### src/design/copy_config.svh
// Copy subsystem configuration macros
// Bus address and data widths, SRAM depth and the SRAM window base

`ifndef COPY_CONFIG_SVH
`define COPY_CONFIG_SVH

// Bus word address width
`define COPY_ADDR_W 32

// Data word width
`define COPY_DATA_W 32

// SRAM word index width, 1024 words
`define SRAM_ADDR_W 10

// Word address where the SRAM window starts, lower SRAM_ADDR_W bits zero
`define SRAM_BASE 32'h0004_0000

`endif

### src/design/copy_pkg.sv
// Shared types for the copy subsystem
// Engine FSM state encoding and bus response status

`default_nettype none

`include "copy_config.svh"

package copy_pkg;

    // Copy engine FSM states
    typedef enum logic [2:0] {
        IDLE    = 3'd0,
        RD_REQ  = 3'd1,
        RD_WAIT = 3'd2,
        WR_REQ  = 3'd3,
        WR_WAIT = 3'd4,
        FINISH  = 3'd5
    } engine_state_e;

    // Bus response status
    typedef enum logic {
        OK     = 1'b0,
        DECERR = 1'b1
    } rsp_status_e;

endpackage

`default_nettype wire

### src/design/sram_window_decode.sv
// Address window decoder
// Routes in-window requests to the SRAM with a truncated address and
// answers out-of-window requests with a decode error

`default_nettype none

`include "copy_config.svh"

module sram_window_decode (
    input  logic                      core_clk,
    input  logic                      rst_n,

    // Upstream bus from the engine
    input  logic                      req_valid,
    output logic                      req_ready,
    input  logic                      req_write,
    input  logic [`COPY_ADDR_W-1:0]   req_addr,
    input  logic [`COPY_DATA_W-1:0]   req_wdata,
    output logic                      rsp_valid,
    output logic [`COPY_DATA_W-1:0]   rsp_rdata,
    output copy_pkg::rsp_status_e     rsp_status,

    // Downstream bus to the SRAM
    output logic                      sram_req_valid,
    input  logic                      sram_req_ready,
    output logic                      sram_req_write,
    output logic [`SRAM_ADDR_W-1:0]   sram_req_addr,
    output logic [`COPY_DATA_W-1:0]   sram_req_wdata,
    input  logic                      sram_rsp_valid,
    input  logic [`COPY_DATA_W-1:0]   sram_rsp_rdata,
    input  copy_pkg::rsp_status_e     sram_rsp_status
);

    localparam logic [`COPY_ADDR_W-1:0] WIN_BASE = `SRAM_BASE;

    logic hit;
    logic err_pending;

    // Upper address bits select the window
    assign hit = (req_addr[`COPY_ADDR_W-1:`SRAM_ADDR_W] ==
                  WIN_BASE[`COPY_ADDR_W-1:`SRAM_ADDR_W]);

    assign sram_req_valid = req_valid && hit;
    assign sram_req_write = req_write;
    assign sram_req_addr  = req_addr[`SRAM_ADDR_W-1:0];
    assign sram_req_wdata = req_wdata;

    // Misses are always accepted
    assign req_ready = hit ? sram_req_ready : 1'b1;

    // One-cycle error responder
    always_ff @(posedge core_clk) begin
        if (!rst_n) begin
            err_pending <= 1'b0;
        end else begin
            err_pending <= req_valid && !hit;
        end
    end

    assign rsp_valid  = sram_rsp_valid || err_pending;
    assign rsp_rdata  = err_pending ? '0 : sram_rsp_rdata;
    assign rsp_status = err_pending ? copy_pkg::DECERR : sram_rsp_status;

    // Only one responder per cycle
    rsp_excl_a: assert property (@(posedge core_clk) disable iff (!rst_n)
        !(sram_rsp_valid && err_pending));

endmodule

`default_nettype wire

### config.mk
export PLATFORM = sky130hd
export DESIGN_NAME = sram_window_decode
export DESIGN_NICKNAME = d
export VERILOG_FILES = /design/src/design/copy_pkg.sv /design/src/design/sram_window_decode.sv
export VERILOG_INCLUDE_DIRS = /design/src /design/src/design
export SDC_FILE = /design/constraint.sdc
export NUM_CORES = 1
export LEC_CHECK = 0
export ABC_AREA = 1
export BUFFER_PORTS_ARGS = -buffer_cell sky130_fd_sc_hd__buf_2
export CORE_AREA = 2 2 71 73
export DETAILED_ROUTE_END_ITERATION = 16
export DIE_AREA = 0 0 73 75
export PLACE_DENSITY = 0.68
export SLEW_MARGIN = 20
export SYNTH_ARGS = -nofsm -noshare
export SYNTH_HDL_FRONTEND = slang
export SYNTH_SLANG_ARGS = --single-unit
### constraint.sdc
create_clock -name core_clk -period 2.4 [get_ports core_clk]
set_input_delay 0.48 -clock core_clk [delete_from_list [all_inputs] [get_ports core_clk]]
set_output_delay 0.48 -clock core_clk [all_outputs]
set_load 0.005 [all_outputs]
After elaboration in Yosys (flattened, before gate mapping). Index checks and enable logic that the tools add are counted. W data, S select, Z words.

Register bits after elaboration: 1. Bits of input ports: 103. Output and inout bits: 79. Logic and storage cells: 9.

Equal/unequal tests: 1. Multiplexer cells: 3. Reduce and logical (&&, ||, !) cells: 4.

Operators with widths (count): $mux W32 (1); $eq A22 B9 Y1 const B (1); $logic_and A1 B1 Y1 (2); $mux W1 (2); $logic_not A1 Y1 (1); $logic_or A1 B1 Y1 (1).

Depth between registers and ports, before layout.
Depth after elaboration: 3. Gate-level depth with buffers: 7. Mapped depth without buffers: 7.

Least setup slack after synthesis. No wires, ideal clock.

Path type: input to output. Start point: in req_addr[11]. End point: out sram_req_valid. Arrival: 1.017 ns. Data required time: 1.920 ns. Path slack: 0.903 ns. Cell stages on the path: 4. Path buffers: 0. Cell sequence: or2_0 > nor2_1 > nand3_1 > nor2_1.

Longest elaborated chain between the ends: 2.

RTL lines: from (decl) (line sram_window_decode.sv:17) `` input logic [`COPY_ADDR_W-1:0] req_addr, ``; $eq A22 B9 Y1 (line sram_window_decode.sv:40) `` assign hit = (req_addr[`COPY_ADDR_W-1:`SRAM_ADDR_W] == ``; $logic_and A1 B1 Y1 (line sram_window_decode.sv:43) `assign sram_req_valid = req_valid && hit;`; to (decl) (line sram_window_decode.sv:24) `output logic sram_req_valid,`.

No other way between the ends.

Final worst setup path. Ends and elaborated chain as after synthesis.

==> key figures <==
Layout
  – Most flop-heavy register: err_pending
  – Share of layout cells above drive strength 1: around 51%
  – Max reg flops: 1
  – Util after Layout: ~20%
  – N_diodes: 0
  – Fillers: ~530
  – Layout Nets: roughly 300
  – Area Overhead vs Synth: 28.6%
  – Regs by FF count: err_pending (1)

STA
  – Final setup vio count: 0
  – Final setup TNS: 0 ps
  – RSZ-0062 raised after global routing: no
  – Final min period: roughly 1800 ps
  – Fmax: 0.560 GHz
  – Final Hold Viols: 0
  – Normalized max-slew margin: approximately 57%
  – Max-slew violation count: 0
  – Fin crit share: 74.4%
  – Fin Hold WS: slightly below 800 ps
  – Worst-margin pin slew: 637 ps

Power and ir drop
  – Int Pwr: 0.0915 mW
  – Clock share of power: 0%
  – Power Dens Cells: around 160 nW/µm²
  – VDD IR max: approximately 0.00004 V
  – Seq pwr share: about 15%
  – Logic gate share of total power: between 80% and 90%
  – Switch Pwr: between 0.05 and 0.06 mW
  – Leakage: 0.712 nW
  – Sw Ratio: roughly 38%

Placed design
  – Port bufs: 95
  – Gp weighted congestion: 0.627
  – Post-DP HPWL: around 1800 µm

Yosys
  – Area leader, netlist: buf_4
  – FF+latch count, synth: 1
  – Yosys warns: 0
  – Ranking of synthesized cells by area: buf_4 (44%), nor2_1 (24%), inv_1 (19%)
  – Post-Synthesis Cell Area: around 730 µm²
  – Post-Syn Instances: around 140
  – Syn Area/Cell: around 5.1 µm²
  – Post-synthesis cell type count: 11
  – Syn_nets: 246
  – Post-synthesis sequential area ratio: about 2.7%
  – Post-synth top area share: about 44%

Clock network
  – Clock Pin Slew Worst Setup and Hold Paths: 0 ps
  – Setup Buffers After CTS: 0
  – Post-CTS sizing: 0
  – Hold-fix buffer count after cts: 0

GRT
  – Global route overflow: 0
  – Initial antenna violation count: 0
  – Global-route total usage across every layer: under 10%
  – Global-route wire length before repair: about 2400 µm
  – Vias in the first global route: 643
  – Largest net degree at the start of global routing: 23

Die
  – Initial Utilization: roughly 16%
  – Die width: ~73 µm
  – Placeable Area: between 4000 and 5000 µm²
  – Die Span Y: around 75 µm
  – Die area: about 5500 µm²
  – # rows: 25
  – Top Ports: approximately 180

Hold path
  – Hold path depth: 5
  – HP Class: in2reg
  – Hold path startpoint: rst_n
  – Hold Path End: err_pending

Setup path
  – CP startpoint: req_addr[11]
  – Worst Path Max Fanout: 2
  – Critical Path Sink Type: output pin
  – Critical Path RT: roughly 1900 ps
  – CP startpoint kind: input pin
  – Critical path class: in2out
  – WP data arrival: roughly 1300 ps

Job
  – MaxCap Viol Count: 0

Detailed routing
  – DR iter-0 viols: 10
  – Vias post-DR: 872
  – DRC viols: 0
  – First-pass DRT Iterations: 4
  – Total Wirelength: ~1900 µm
  – Post-DRT Antenna Nets: 0
  – Vias/cell: approximately 3.5
  – Avg WL per Cell: approximately 7.8 µm

Run status
  – Status: finished clean
==> cells in the final DEF, fill, tap and decap left out <==
cell,instances
buf_2,95
buf_4,1
dfxtp_1,1
inv_1,37
nand2_1,7
nand3_1,1
nand4_1,1
nor2_1,46
or2_0,1
or2_2,2
==> power by group through the flow <==
stage	Combinational, mW	Sequential [mW]	Clock, mW
5_1_grt	0.142	0.0229	0
2_1_floorplan	0.106	0.0180	0
6_report	0.124	0.0225	0
4_1_cts	0.126	0.0226	0
3_5_place_dp	0.126	0.0226	0
3_3_place_gp	0.124	0.0225	0
==> metal layers <==
layer	global-route usage, %	part of all wire [%]	up-vias
li1	-	-	447
met1	4.24	35	333
met2	10.9	44	90
met3	3.75	21	2
met4	0.617	0.21	0
met5	0	0	-
==> area by class of cell <==
type / instances / area [µm²] / area share [%]
sequential: 1 / 20.0 / 2.13
inverter: 37 / 139 / 14.8
timing repair buffer: 96 / 483 / 51.5
tap: 54 / 67.6 / 7.20
multi-input combinational: 58 / 229 / 24.4
==> cell families after synthesis <==
group                  after synthesis  synth area share, %
AND/OR/NAND/NOR                     58                 31.4
flip-flops                           1                 2.74
buffers and inverters               84                 65.9
==> how the worst max path moves through the flow <==
stage / endpoint / slack (ps) / cells past startpoint
floorplan: sram_req_valid / 900 / 4
global placement: sram_req_valid / 590 / 6
detailed placement: sram_req_valid / 580 / 6
CTS: sram_req_valid / 580 / 6
global route: sram_req_valid / 480 / 6
finish: sram_req_valid / 620 / 6
==> synthesized netlist by cell type <==
cell type	number
nand3_1	1
nor2_1	46
nand4_1	1
buf_2	3
or2_0	1
clkbuf_1	1
nand2_1	7
buf_4	43
dfxtp_1	1
inv_1	37
or2_2	2
==> worst max-delay path, stage by stage <==
cell,delay (ps)
buf_2,90
or2_0,210
nor2_1,200
nand3_1,120
nor2_1,90
buf_2,110
==> metrics by stage <==
stage / total power, mW / cells / instance area [µm²] / setup slack (ps)
after global placement: 0.147 / 246 / 938 / 589
after floorplan: 0.124 / 143 / 729 / 903
after detailed placement: 0.148 / 246 / 938 / 584
after global routing: 0.165 / 246 / 938 / 477
final: 0.147 / 246 / 938 / 615
after CTS: 0.149 / 246 / 938 / 581
No activity file was read; power rests on OpenSTA's default activity.
