$ cat config.mk
export PLATFORM = sky130hd
export DESIGN_NAME = copy_engine
export DESIGN_NICKNAME = d
export VERILOG_FILES = /design/src/design/copy_pkg.sv /design/src/design/copy_engine.sv
export VERILOG_INCLUDE_DIRS = /design/src /design/src/design
export SDC_FILE = /design/constraint.sdc
export NUM_CORES = 1
export LEC_CHECK = 0
export BUFFER_PORTS_ARGS = -buffer_cell sky130_fd_sc_hd__buf_4
export CORE_MARGIN = 4
export CORE_UTILIZATION = 53
export CTS_CLUSTER_SIZE = 14
export DETAILED_ROUTE_END_ITERATION = 16
export GPL_TIMING_DRIVEN = 0
export PLACE_DENSITY = 0.81
export SYNTH_ARGS = -nofsm -noshare
export SYNTH_HDL_FRONTEND = slang
export SYNTH_SLANG_ARGS = --single-unit
$ cat constraint.sdc
create_clock -name core_clk -period 4.83 [get_ports core_clk]
set_input_delay 0.2415 -clock core_clk [delete_from_list [all_inputs] [get_ports core_clk]]
set_output_delay 0.2415 -clock core_clk [all_outputs]
set_load 0.005 [all_outputs]
$ cat src/design/copy_config.svh
// Copy subsystem configuration macros
// Bus address and data widths, SRAM depth and the SRAM window base

`ifndef COPY_CONFIG_SVH
`define COPY_CONFIG_SVH

// Bus word address width
`define COPY_ADDR_W 32

// Data word width
`define COPY_DATA_W 32

// SRAM word index width, 1024 words
`define SRAM_ADDR_W 10

// Word address where the SRAM window starts, lower SRAM_ADDR_W bits zero
`define SRAM_BASE 32'h0004_0000

`endif

$ cat src/design/copy_pkg.sv
// Shared types for the copy subsystem
// Engine FSM state encoding and bus response status

`default_nettype none

`include "copy_config.svh"

package copy_pkg;

    // Copy engine FSM states
    typedef enum logic [2:0] {
        IDLE    = 3'd0,
        RD_REQ  = 3'd1,
        RD_WAIT = 3'd2,
        WR_REQ  = 3'd3,
        WR_WAIT = 3'd4,
        FINISH  = 3'd5
    } engine_state_e;

    // Bus response status
    typedef enum logic {
        OK     = 1'b0,
        DECERR = 1'b1
    } rsp_status_e;

endpackage

`default_nettype wire

$ cat src/design/copy_engine.sv
// Word copy engine
// Reads each source word and writes it to the destination, one access
// in flight, stopping on the first decode error

`default_nettype none

`include "copy_config.svh"

module copy_engine (
    input  logic                      core_clk,
    input  logic                      rst_n,

    // Control
    input  logic                      start,
    input  logic [`COPY_ADDR_W-1:0]   src_addr,
    input  logic [`COPY_ADDR_W-1:0]   dst_addr,
    input  logic [15:0]               word_count,
    output logic                      busy,
    output logic                      done,
    output logic                      error,
    output logic [`COPY_ADDR_W-1:0]   err_addr,

    // Bus request
    output logic                      req_valid,
    input  logic                      req_ready,
    output logic                      req_write,
    output logic [`COPY_ADDR_W-1:0]   req_addr,
    output logic [`COPY_DATA_W-1:0]   req_wdata,

    // Bus response
    input  logic                      rsp_valid,
    input  logic [`COPY_DATA_W-1:0]   rsp_rdata,
    input  copy_pkg::rsp_status_e     rsp_status
);

    copy_pkg::engine_state_e state;

    logic [`COPY_ADDR_W-1:0] src_q;
    logic [`COPY_ADDR_W-1:0] dst_q;
    logic [15:0]             words_left;
    logic [`COPY_DATA_W-1:0] data_q;

    logic idle_start;
    logic req_fire;
    logic rsp_err;
    logic last_word;

    assign idle_start = start && (state == copy_pkg::IDLE);
    assign req_fire   = req_valid && req_ready;
    assign rsp_err    = rsp_valid && (rsp_status == copy_pkg::DECERR);
    assign last_word  = (words_left == 16'd1);

    // Request fields follow the current phase
    assign req_valid = (state == copy_pkg::RD_REQ) || (state == copy_pkg::WR_REQ);
    assign req_write = (state == copy_pkg::WR_REQ);
    assign req_addr  = req_write ? dst_q : src_q;
    assign req_wdata = data_q;

    // Control FSM
    always_ff @(posedge core_clk) begin
        if (!rst_n) begin
            state <= copy_pkg::IDLE;
            busy  <= 1'b0;
            done  <= 1'b0;
            error <= 1'b0;
        end else begin
            done <= 1'b0;
            case (state)
                copy_pkg::IDLE: begin
                    if (start) begin
                        busy  <= 1'b1;
                        error <= 1'b0;
                        // Zero count goes straight to completion
                        state <= (word_count == 16'd0) ? copy_pkg::FINISH
                                                       : copy_pkg::RD_REQ;
                    end
                end
                copy_pkg::RD_REQ: begin
                    if (req_fire) begin
                        state <= copy_pkg::RD_WAIT;
                    end
                end
                copy_pkg::RD_WAIT: begin
                    if (rsp_err) begin
                        error <= 1'b1;
                        state <= copy_pkg::FINISH;
                    end else if (rsp_valid) begin
                        state <= copy_pkg::WR_REQ;
                    end
                end
                copy_pkg::WR_REQ: begin
                    if (req_fire) begin
                        state <= copy_pkg::WR_WAIT;
                    end
                end
                copy_pkg::WR_WAIT: begin
                    if (rsp_err) begin
                        error <= 1'b1;
                        state <= copy_pkg::FINISH;
                    end else if (rsp_valid) begin
                        state <= last_word ? copy_pkg::FINISH : copy_pkg::RD_REQ;
                    end
                end
                copy_pkg::FINISH: begin
                    // busy drops as done pulses
                    busy  <= 1'b0;
                    done  <= 1'b1;
                    state <= copy_pkg::IDLE;
                end
                default: begin
                    state <= copy_pkg::IDLE;
                end
            endcase
        end
    end

    // Address, count and data registers
    always_ff @(posedge core_clk) begin
        if (idle_start) begin
            src_q      <= src_addr;
            dst_q      <= dst_addr;
            words_left <= word_count;
            err_addr   <= '0;
        end
        if ((state == copy_pkg::RD_WAIT) && rsp_valid) begin
            data_q <= rsp_rdata;
        end
        // Failing access address
        if ((state == copy_pkg::RD_WAIT) && rsp_err) begin
            err_addr <= src_q;
        end
        if ((state == copy_pkg::WR_WAIT) && rsp_err) begin
            err_addr <= dst_q;
        end
        // Advance to next word after a good write
        if ((state == copy_pkg::WR_WAIT) && rsp_valid && !rsp_err) begin
            src_q      <= src_q + 1'b1;
            dst_q      <= dst_q + 1'b1;
            words_left <= words_left - 1'b1;
        end
    end

    // Request held with the same fields until accepted
    req_hold_a: assert property (@(posedge core_clk) disable iff (!rst_n)
        req_valid && !req_ready |=>
            req_valid && $stable(req_write) && $stable(req_addr) && $stable(req_wdata));

    // Completion pulse never overlaps busy
    done_busy_a: assert property (@(posedge core_clk) disable iff (!rst_n)
        !(done && busy));

    // Responses only while waiting on an accepted request
    rsp_phase_a: assert property (@(posedge core_clk) disable iff (!rst_n)
        rsp_valid |-> (state != copy_pkg::RD_REQ) && (state != copy_pkg::WR_REQ));

endmodule

`default_nettype wire

# ---- Word level (Yosys, flattened, before mapping)
# Cells that the tools add are included.
dict set report classes {
  n_addsub 3
  n_eq_ne 12
  muxes 26
  n_reduce_logical 20
}
# cell n
set op_table {}
lappend op_table {{two-way mux 32 bit} 8}
lappend op_table {{adder 32 x 1 -> 32 bit, second input constant} 2}
lappend op_table {{two-way mux 16 bit} 2}
lappend op_table {{two-way mux 3 bit} 9}
lappend op_table {{== test 16 x 1 -> 1 bit, second input constant} 1}
lappend op_table {{logical NOT 16 bit} 1}
lappend op_table {{subtractor 16 x 1 -> 16 bit, second input constant} 1}
lappend op_table {{case mux 3 bit (5 select lines)} 1}
lappend op_table {{logical AND 1 bit} 8}
lappend op_table {{== test 3 x 2 -> 1 bit, second input constant} 2}
lappend op_table {{== test 3 bit, second input constant} 2}
lappend op_table {{inequality test 3 bit, second input constant} 2}
lappend op_table {{nonzero test 2 bit} 3}
lappend op_table {{AND reduction 5 bit} 1}
lappend op_table {{two-way mux 1 bit} 4}
lappend op_table {{inequality test 2 x 1 -> 1 bit, second input constant} 2}
lappend op_table {{inequality test 2 bit, second input constant} 2}
lappend op_table {{case mux 1 bit (2 select lines)} 2}
lappend op_table {{== test 3 x 1 -> 1 bit, second input constant} 1}
lappend op_table {{logical NOT 3 bit} 1}
lappend op_table {{AND reduction 3 bit} 1}
lappend op_table {{nonzero test 3 bit} 1}
lappend op_table {{AND reduction 2 bit} 1}
lappend op_table {{OR reduction 2 bit} 1}
lappend op_table {{2 further kinds} 2}
dict set report totals {
  in_bits 118
  regBits 150
  wordCells 70
  output_inout_bits 101
}

# ---- Longest topological paths before layout
# Gate-level depths: netlist of run 1.
dict set report depth {
  ltp_word 5
  depth_mapped 7
  mapped_depth_nobuf 6
}

# ---- Worst setup path before layout of run 1
# Ideal clock, no wire load.
dict set report synth_path {
  kind {register to register}
  from {register state[0]}
  to {register dst_q[0], enable pin}
  stages_incl_launch_ff 7
  arrival_ns 2.742
  setup_slack_ns 1.295
  synth_period_minus_slack_ns 3.535
  required_ns 4.037
  n_path_buf 3
  setup_ns 0.793
  path_cell_list {dfxtp_1 -> nor2_1 -> nand4b_1 -> clkbuf_1 -> clkbuf_1 -> clkbuf_1 -> nand2_1}
}
dict set report synth_between {
  elab_chain_cells 4
  word_cells_on_any_way 6
  classes_between {eq/ne (1); reduce/logical (5)}
}
# element line_no
set synth_rtl {}
lappend synth_rtl {{start, declared} copy_engine.sv:36} ;# copy_pkg::engine_state_e state;
lappend synth_rtl {{start signal, assigned} copy_engine.sv:62} ;# state <= copy_pkg::IDLE;
lappend synth_rtl {{start signal, assigned} copy_engine.sv:74} ;# state <= (word_count == 16'd0) ? copy_pkg::FINISH
lappend synth_rtl {{start signal, assigned} copy_engine.sv:80} ;# state <= copy_pkg::RD_WAIT;
lappend synth_rtl {{== test 3 bit} copy_engine.sv:136} ;# if ((state == copy_pkg::WR_WAIT) && rsp_valid && !rsp_err) begin
lappend synth_rtl {{logical AND 1 bit (2 in series)} copy_engine.sv:136}
lappend synth_rtl {{nonzero test 2 bit (no line) *} --}
lappend synth_rtl {{end signal, assigned} copy_engine.sv:121} ;# dst_q <= dst_addr;
lappend synth_rtl {{end signal, assigned} copy_engine.sv:138} ;# dst_q <= dst_q + 1'b1;
lappend synth_rtl {{end, declared} copy_engine.sv:39} ;# logic [`COPY_ADDR_W-1:0] dst_q;
# Mark *: on every way between the ends. The rest lies on a longest branch, timed or not.
# A chain may end at the register's enable or synchronous reset.

# ---- Worst setup path in the final report of run 1
dict set report layout_path {
  from {register state[0]}
  to {output req_addr[30]}
}
dict set report layout_between {
  elab_chain_cells 2
}
# element line_no
set layout_rtl {}
lappend layout_rtl {{== test 3 x 2 -> 1 bit} copy_engine.sv:55} ;# assign req_write = (state == copy_pkg::WR_REQ);
lappend layout_rtl {{two-way mux 32 bit} copy_engine.sv:56} ;# assign req_addr = req_write ? dst_q : src_q;
lappend layout_rtl {{end, declared} copy_engine.sv:27} ;# output logic [`COPY_ADDR_W-1:0] req_addr,
# Every way passes these cells.

==> out/metrics.yaml, run 1 <==
rsz0062_at_grt: "no"
rr_endpoint: "dst_q[13]"
yosys_warnings: 0
syn_area_per_cell_um2: 11.3
end_kind: "output pin"
final_area_mm2: 0.0105
hp-class: "in2reg"
ff_latch_area_mm2: 0.00444
clock_path_buffers: 2
drt-total-wl_um: 23200
cts_inserted_buffers: 17
antenna_left: 0
finalNetCount: 1070
die_h_um: 128
netlist-cell-type-count: 44
clock_latency_ns: 0.43
pin_count: 219
grtUsageTotal: 0.280
fmax_ghz: 0.273
setup_viol: 0
dp_slack_ns: 1.39
startpoint: "state[0]"
irDropWorstVdd_mv: 0.240
tightestPinTransition_ns: 1.41
crit_fanout: 10
min_period_ns: 3.66
slew_headroom: 0.0529
status: "complete, no violations"
rrSetupSlack_ns: 1.33
clockPowerShare: 0.389
synthesis.area_mm2: 0.00763
p_per_area_mw_per_mm2: 319
syn_nets: 798
initial_core_util: 0.546
dpl.hpwl_um: 16100
post_drt_wl_per_cell_um: 20.4
start_kind: "flip-flop"
whs_ns: 0.0678
report.final.slew_viol_count: 0
antenna_found_initial: 0
reg2reg_depth: 7
worstPathRequired_ns: 4.59
die_w_um: 128
critical_path_class: "reg2out"
place.gp.congestion: 0.878
arrival_ns: 3.42
placed_cell_area_mm2: 0.00957
firstDrtPassIters: 5
ys.flop_type: "edfxtp_1"
syn-instance-count: 676
nFillCells: 941
final_common_cell: "buf_4"
die_area_mm2: 0.0164
hold_viol_final: 0
cts_tree: "done"
synth-seq-area-share: 0.582
skew_ns: 0.00680
pwr-share-comb: 0.125
root_buffer: "clkbuf_16"
routed.top_layer: "met4"
h-tree-depth: 4
setup_tns_ns: 0
routed-wl-met3_um: 2470
grt_max_degree: 49
vias_per_cell: 5.96
min_period_over_period: 0.758
synth_top_cell_area_share: 0.566
synth-edff-count: 144
rows: 43
ys_ff_latch: 150
first_iter_violations: 792
grt_pass1_wl_um: 35100
rr_startpoint: "state[0]"
max-cap-violations: 0
grt_pass1_vias: 6622
vias: 6799
endpoint: "req_addr[30]"
final_cell_mix: "buf_4 (218), edfxtp_1 (144), nand2_1 (105)"
antenna_cells: 0
drc: 0
p_int_w: 0.00248
synth_area_leader_cell: "edfxtp_1"
cts.sinks: 150
dp.cells: 1077
clkTransAtPathRegs_ns: 0.06
yosys-top-cells-area: "edfxtp_1 (57%), o21ai_0 (5.6%), nand2_1 (5.2%)"
multiInputGateArea_mm2: 0.00302
coreArea_mm2: 0.0140
met1_length_um: 8730
grt-ovfl-total: 0
setup_ws_ns: 1.17
seq_power_share: 0.486
port_buffers: 218
post_cts_resized: 0
layoutNonFillerInstCount: 1141
syn_to_final_growth_pct: 37.0
layout-drive-gt1-share: 0.307
power_leakage_nw: 4.12
wl_met2_um: 11500
synthArstFlopShare: 0
p_sw_w: 0.000856
sw_frac_of_total: 0.257
cell usage after synthesis (2+ instances only):
cell / instances
a21o_1: 2
a21oi_1: 8
a22o_1: 32
a31oi_1: 2
and2_1: 2
and3_1: 5
and4_1: 5
buf_2: 2
clkbuf_1: 31
dfxtp_1: 6
edfxtp_1: 144
ha_1: 4
inv_1: 13
mux2_2: 29
nand2_1: 106
nand2b_1: 2
nand3_1: 35
nand4_1: 17
nor2_1: 20
nor3_1: 17
nor4_1: 10
nor4_2: 2
o21ai_0: 86
or3_1: 3
or4_1: 3
xnor2_1: 33
xor2_1: 40
power by group through the flow:
stage | Sequential [W] | Clock [W] | Combinational, W
2_1_floorplan | 0.00163 | 0 | 0.000169
3_3_place_gp | 0.00165 | 0 | 0.000370
3_5_place_dp | 0.00164 | 0 | 0.000389
4_1_cts | 0.00162 | 0.00129 | 0.000414
5_1_grt | 0.00163 | 0.00135 | 0.000452
6_report | 0.00162 | 0.00129 | 0.000416
through the flow:
stage | total power, W | util
after floorplan | 0.00180 | -
after detailed placement | 0.00203 | 0.684
after CTS | 0.00332 | 0.748
final | 0.00333 | 0.748
after global routing | 0.00343 | 0.748
after global placement | 0.00202 | 0.679
metal layers:
| layer | vias up | GRT usage |
|---|---|---|
| li1 | 3066 | - |
| met1 | 3225 | 0.354 |
| met2 | 455 | 0.476 |
| met3 | 53 | 0.0646 |
| met4 | 0 | 0.0930 |
| met5 | - | 0 |
area by class of cell:
cell class / instances / area share
timing repair buffer: 253 / 0.192
clock buffer: 17 / 0.0407
inverter: 13 / 0.00467
sequential: 150 / 0.425
multi-input combinational: 479 / 0.289
clock inverter: 15 / 0.0140
buffer: 34 / 0.0132
tap: 180 / 0.0215
flip-flops by register name (all words and copies together) (netlist names), 3 cells and up:
register,flops
err_addr,32
dst_q,32
req_wdata,32
src_q,32
state,3
words_left,16
worst min path at each step:
stage | start | to | slack (ns) | depth (start not counted)
after floorplan | rsp_rdata[0] | req_wdata[0] | 0.34 | 0
after global placement | rsp_rdata[15] | req_wdata[15] | 0.42 | 1
after detailed placement | rsp_rdata[0] | req_wdata[0] | 0.42 | 1
after CTS | rst_n | busy | 0.06 | 2
after global routing | rst_n | busy | 0.08 | 2
final | rst_n | busy | 0.07 | 2
what timing repair did:
action	in CTS	in global routing
setup endpoints to repair	0	0
endpoints found under the hold margin	32	0
hold buffers	32	0
setup buffers	0	0
worst max-delay path: stages (launching register included):
cell and delay, ns:
dfxtp_1 0.33, buf_2 0.23, inv_1 0.15, nor2_1 0.62, nand2_1 0.53, clkbuf_1 0.39
inv_1 0.29, o21ai_0 0.24, buf_4 0.21
cell families after synthesis:
group / Yosys count / synth area share
compound gates: 137 / 0.110
xor+xnor: 73 / 0.0837
fa+ha+maj: 4 / 0.00656
buf+inv: 47 / 0.0244
flops: 150 / 0.582
mux: 29 / 0.0428
simple gates: 236 / 0.151
Power figures use the tool's default switching activity.
==> inputs of run 2 (changes only) <==
Settings changed: ABC_AREA set to 1, CORE_UTILIZATION 53 to 48, PLACE_DENSITY 0.81 to 0.77.
Clock period 4.83 ns to 3.1 ns, I/O delays scaled along.
==> out/metrics.yaml, run 2 <==
irDropWorstVdd_mv: 0.466
cts_tree: "done"
pin_count: 219
final_cell_mix: "nand2_1 (347), buf_4 (218), edfxtp_1 (144)"
cts_inserted_buffers: 17
yosysMostFrequentCell: "nand2_1"
die_h_um: 140
h-tree-depth: 4
grt-ovfl-total: 0
crit_fanout: 61
grtUsageTotal: 0.280
firstDrtPassIters: 6
coreArea_mm2: 0.0168
post_drt_wl_per_cell_um: 18.2
rsz0062_at_grt: "no"
dpl.hpwl_um: 21100
clkTransAtPathRegs_ns: 0.06
p_sw_w: 0.00265
ys.flop_type: "edfxtp_1"
max-cap-violations: 0
worstHoldStart: "dst_addr[25]"
tightestPinTransition_ns: 0.897
cts.sinks: 150
utilization: 0.676
die_area_mm2: 0.0196
first_iter_violations: 965
critical_path_class: "reg2reg"
hp-class: "in2reg"
initial_core_util: 0.496
setup_viol: 0
netlist-cell-type-count: 25
ys_ff_latch: 150
rr_endpoint: "words_left[8]"
p_int_w: 0.00519
cts_hold_buffers: 45
die_w_um: 140
min_to: "dst_q[25]"
min_path_cells: 3
report.final.slew_viol_count: 0
vias: 8624
worstPathRequired_ns: 3.20
arrival_ns: 2.94
synth_top_cell_area_share: 0.518
seq_power_share: 0.421
syn-instance-count: 1041
layout-drive-gt1-share: 0.200
syn_to_final_growth_pct: 36.2
status: "complete, no violations"
slew_headroom: 0.402
dp_slack_ns: 0.347
skew_ns: 0.00728
grt_max_degree: 62
clock_latency_ns: 0.43
hold_viol_final: 0
synth_area_leader_cell: "edfxtp_1"
yosys-top-cells-area: "edfxtp_1 (52%), nand2_1 (16%), nor2_1 (6.5%)"
reg2reg_depth: 8
synth-edff-count: 144
place.gp.congestion: 0.976
end_kind: "flip-flop"
antenna_left: 0
sw_frac_of_total: 0.338
drc: 0
final_common_cell: "nand2_1"
grt_pass1_wl_um: 42600
min_period_ns: 2.85
fmax_ghz: 0.351
syn_area_per_cell_um2: 8.02
synth-seq-area-share: 0.532
antenna_found_initial: 0
grt_pass1_vias: 8041
start_kind: "flip-flop"
power_leakage_nw: 4.93
rows: 47
vias_per_cell: 5.54
total_power_w: 0.00783
root_buffer: "clkbuf_16"
antenna_cells: 0
yosys_warnings: 0
synth_commonest_cells: "nand2_1 (348), edfxtp_1 (144), nor2_1 (144), inv_1 (111), o21ai_0 (69)"
whs_ns: 0.0113
pwr-share-comb: 0.299
p_per_area_mw_per_mm2: 689
drt-total-wl_um: 28300
cts_setup_buffers: 0
finalNetCount: 1446
min_period_over_period: 0.918
syn_nets: 1163
post_cts_resized: 0
synthArstFlopShare: 0
setup_ws_ns: 0.255
synthesis.area_mm2: 0.00835
port_buffers: 218
clock_path_buffers: 2
clockPowerShare: 0.280
rr_startpoint: "state[0]"
rrSetupSlack_ns: 0.25
## run 2: worst max-delay path by stage
stage	slack [ns]	from	end
5_1_grt	0.14	state[0]	words_left[7]
4_1_cts	0.33	state[0]	words_left[7]
3_5_place_dp	0.35	state[0]	words_left[0]
6_report	0.25	state[0]	words_left[8]
3_3_place_gp	-0.53	state[0]	dst_q[5]
2_1_floorplan	0.44	state[0]	dst_q[0]
## run 2: stage by stage
step	area, µm²	instances	setup TNS, ns
after floorplan	8350	1041	0
after global placement	10300	1479	-44.35
after detailed placement	10300	1480	0
after CTS	11400	1557	0
after global routing	11400	1557	0
final	11400	1557	0
## run 2: cell type report
| cell class | count | area (µm²) |
|---|---|---|
| repair buffers | 264 | 2110 |
| fillers | 1425 | 5450 |
| plain buffers | 29 | 118 |
| flip-flops and latches | 150 | 4440 |
| inverters | 112 | 420 |
| clock inverters | 14 | 183 |
| clock buffers | 18 | 429 |
| multi-input cells | 750 | 3390 |
| well taps | 220 | 275 |
## run 2: per-layer routing
metal / part of all wire / up-vias / track usage
met1: 0.38 / 3999 / 0.369
met3: 0.089 / 82 / 0.0443
met4: 0.041 / 0 / 0.122
met5: 0 / - / 0
li1: - / 4032 / -
met2: 0.49 / 511 / 0.461
## run 2: logic make-up (layout without fill, tap and decap cells)
kind of cell	after synthesis	after routing	share of synthesized area
AOI/OAI and AO/OA	141	141	0.0923
xor gates and xnor gates	25	25	0.0262
adders and majority gates	4	4	0.00599
buffers and inverters	141	437	0.0644
DFF	150	150	0.532
and+or+nand+nor	580	580	0.279
## run 2: power groups by stage
stage	clock [W]	combinational, W	sequential, W
2_1_floorplan	0	0.00111	0.00325
3_3_place_gp	0	0.00218	0.00333
3_5_place_dp	0	0.00226	0.00331
4_1_cts	0.00220	0.00232	0.00328
5_1_grt	0.00230	0.00254	0.00336
6_report	0.00220	0.00234	0.00330
## run 2: worst max-delay path, stage by stage, from the launching register on
cell and delay (ns):
dfxtp_1 0.34, nor2_2 0.19, nand2_1 0.17, nor3_4 0.41, inv_2 0.19, buf_2 0.27
buf_2 0.25, nand2_4 0.31, buf_16 0.33
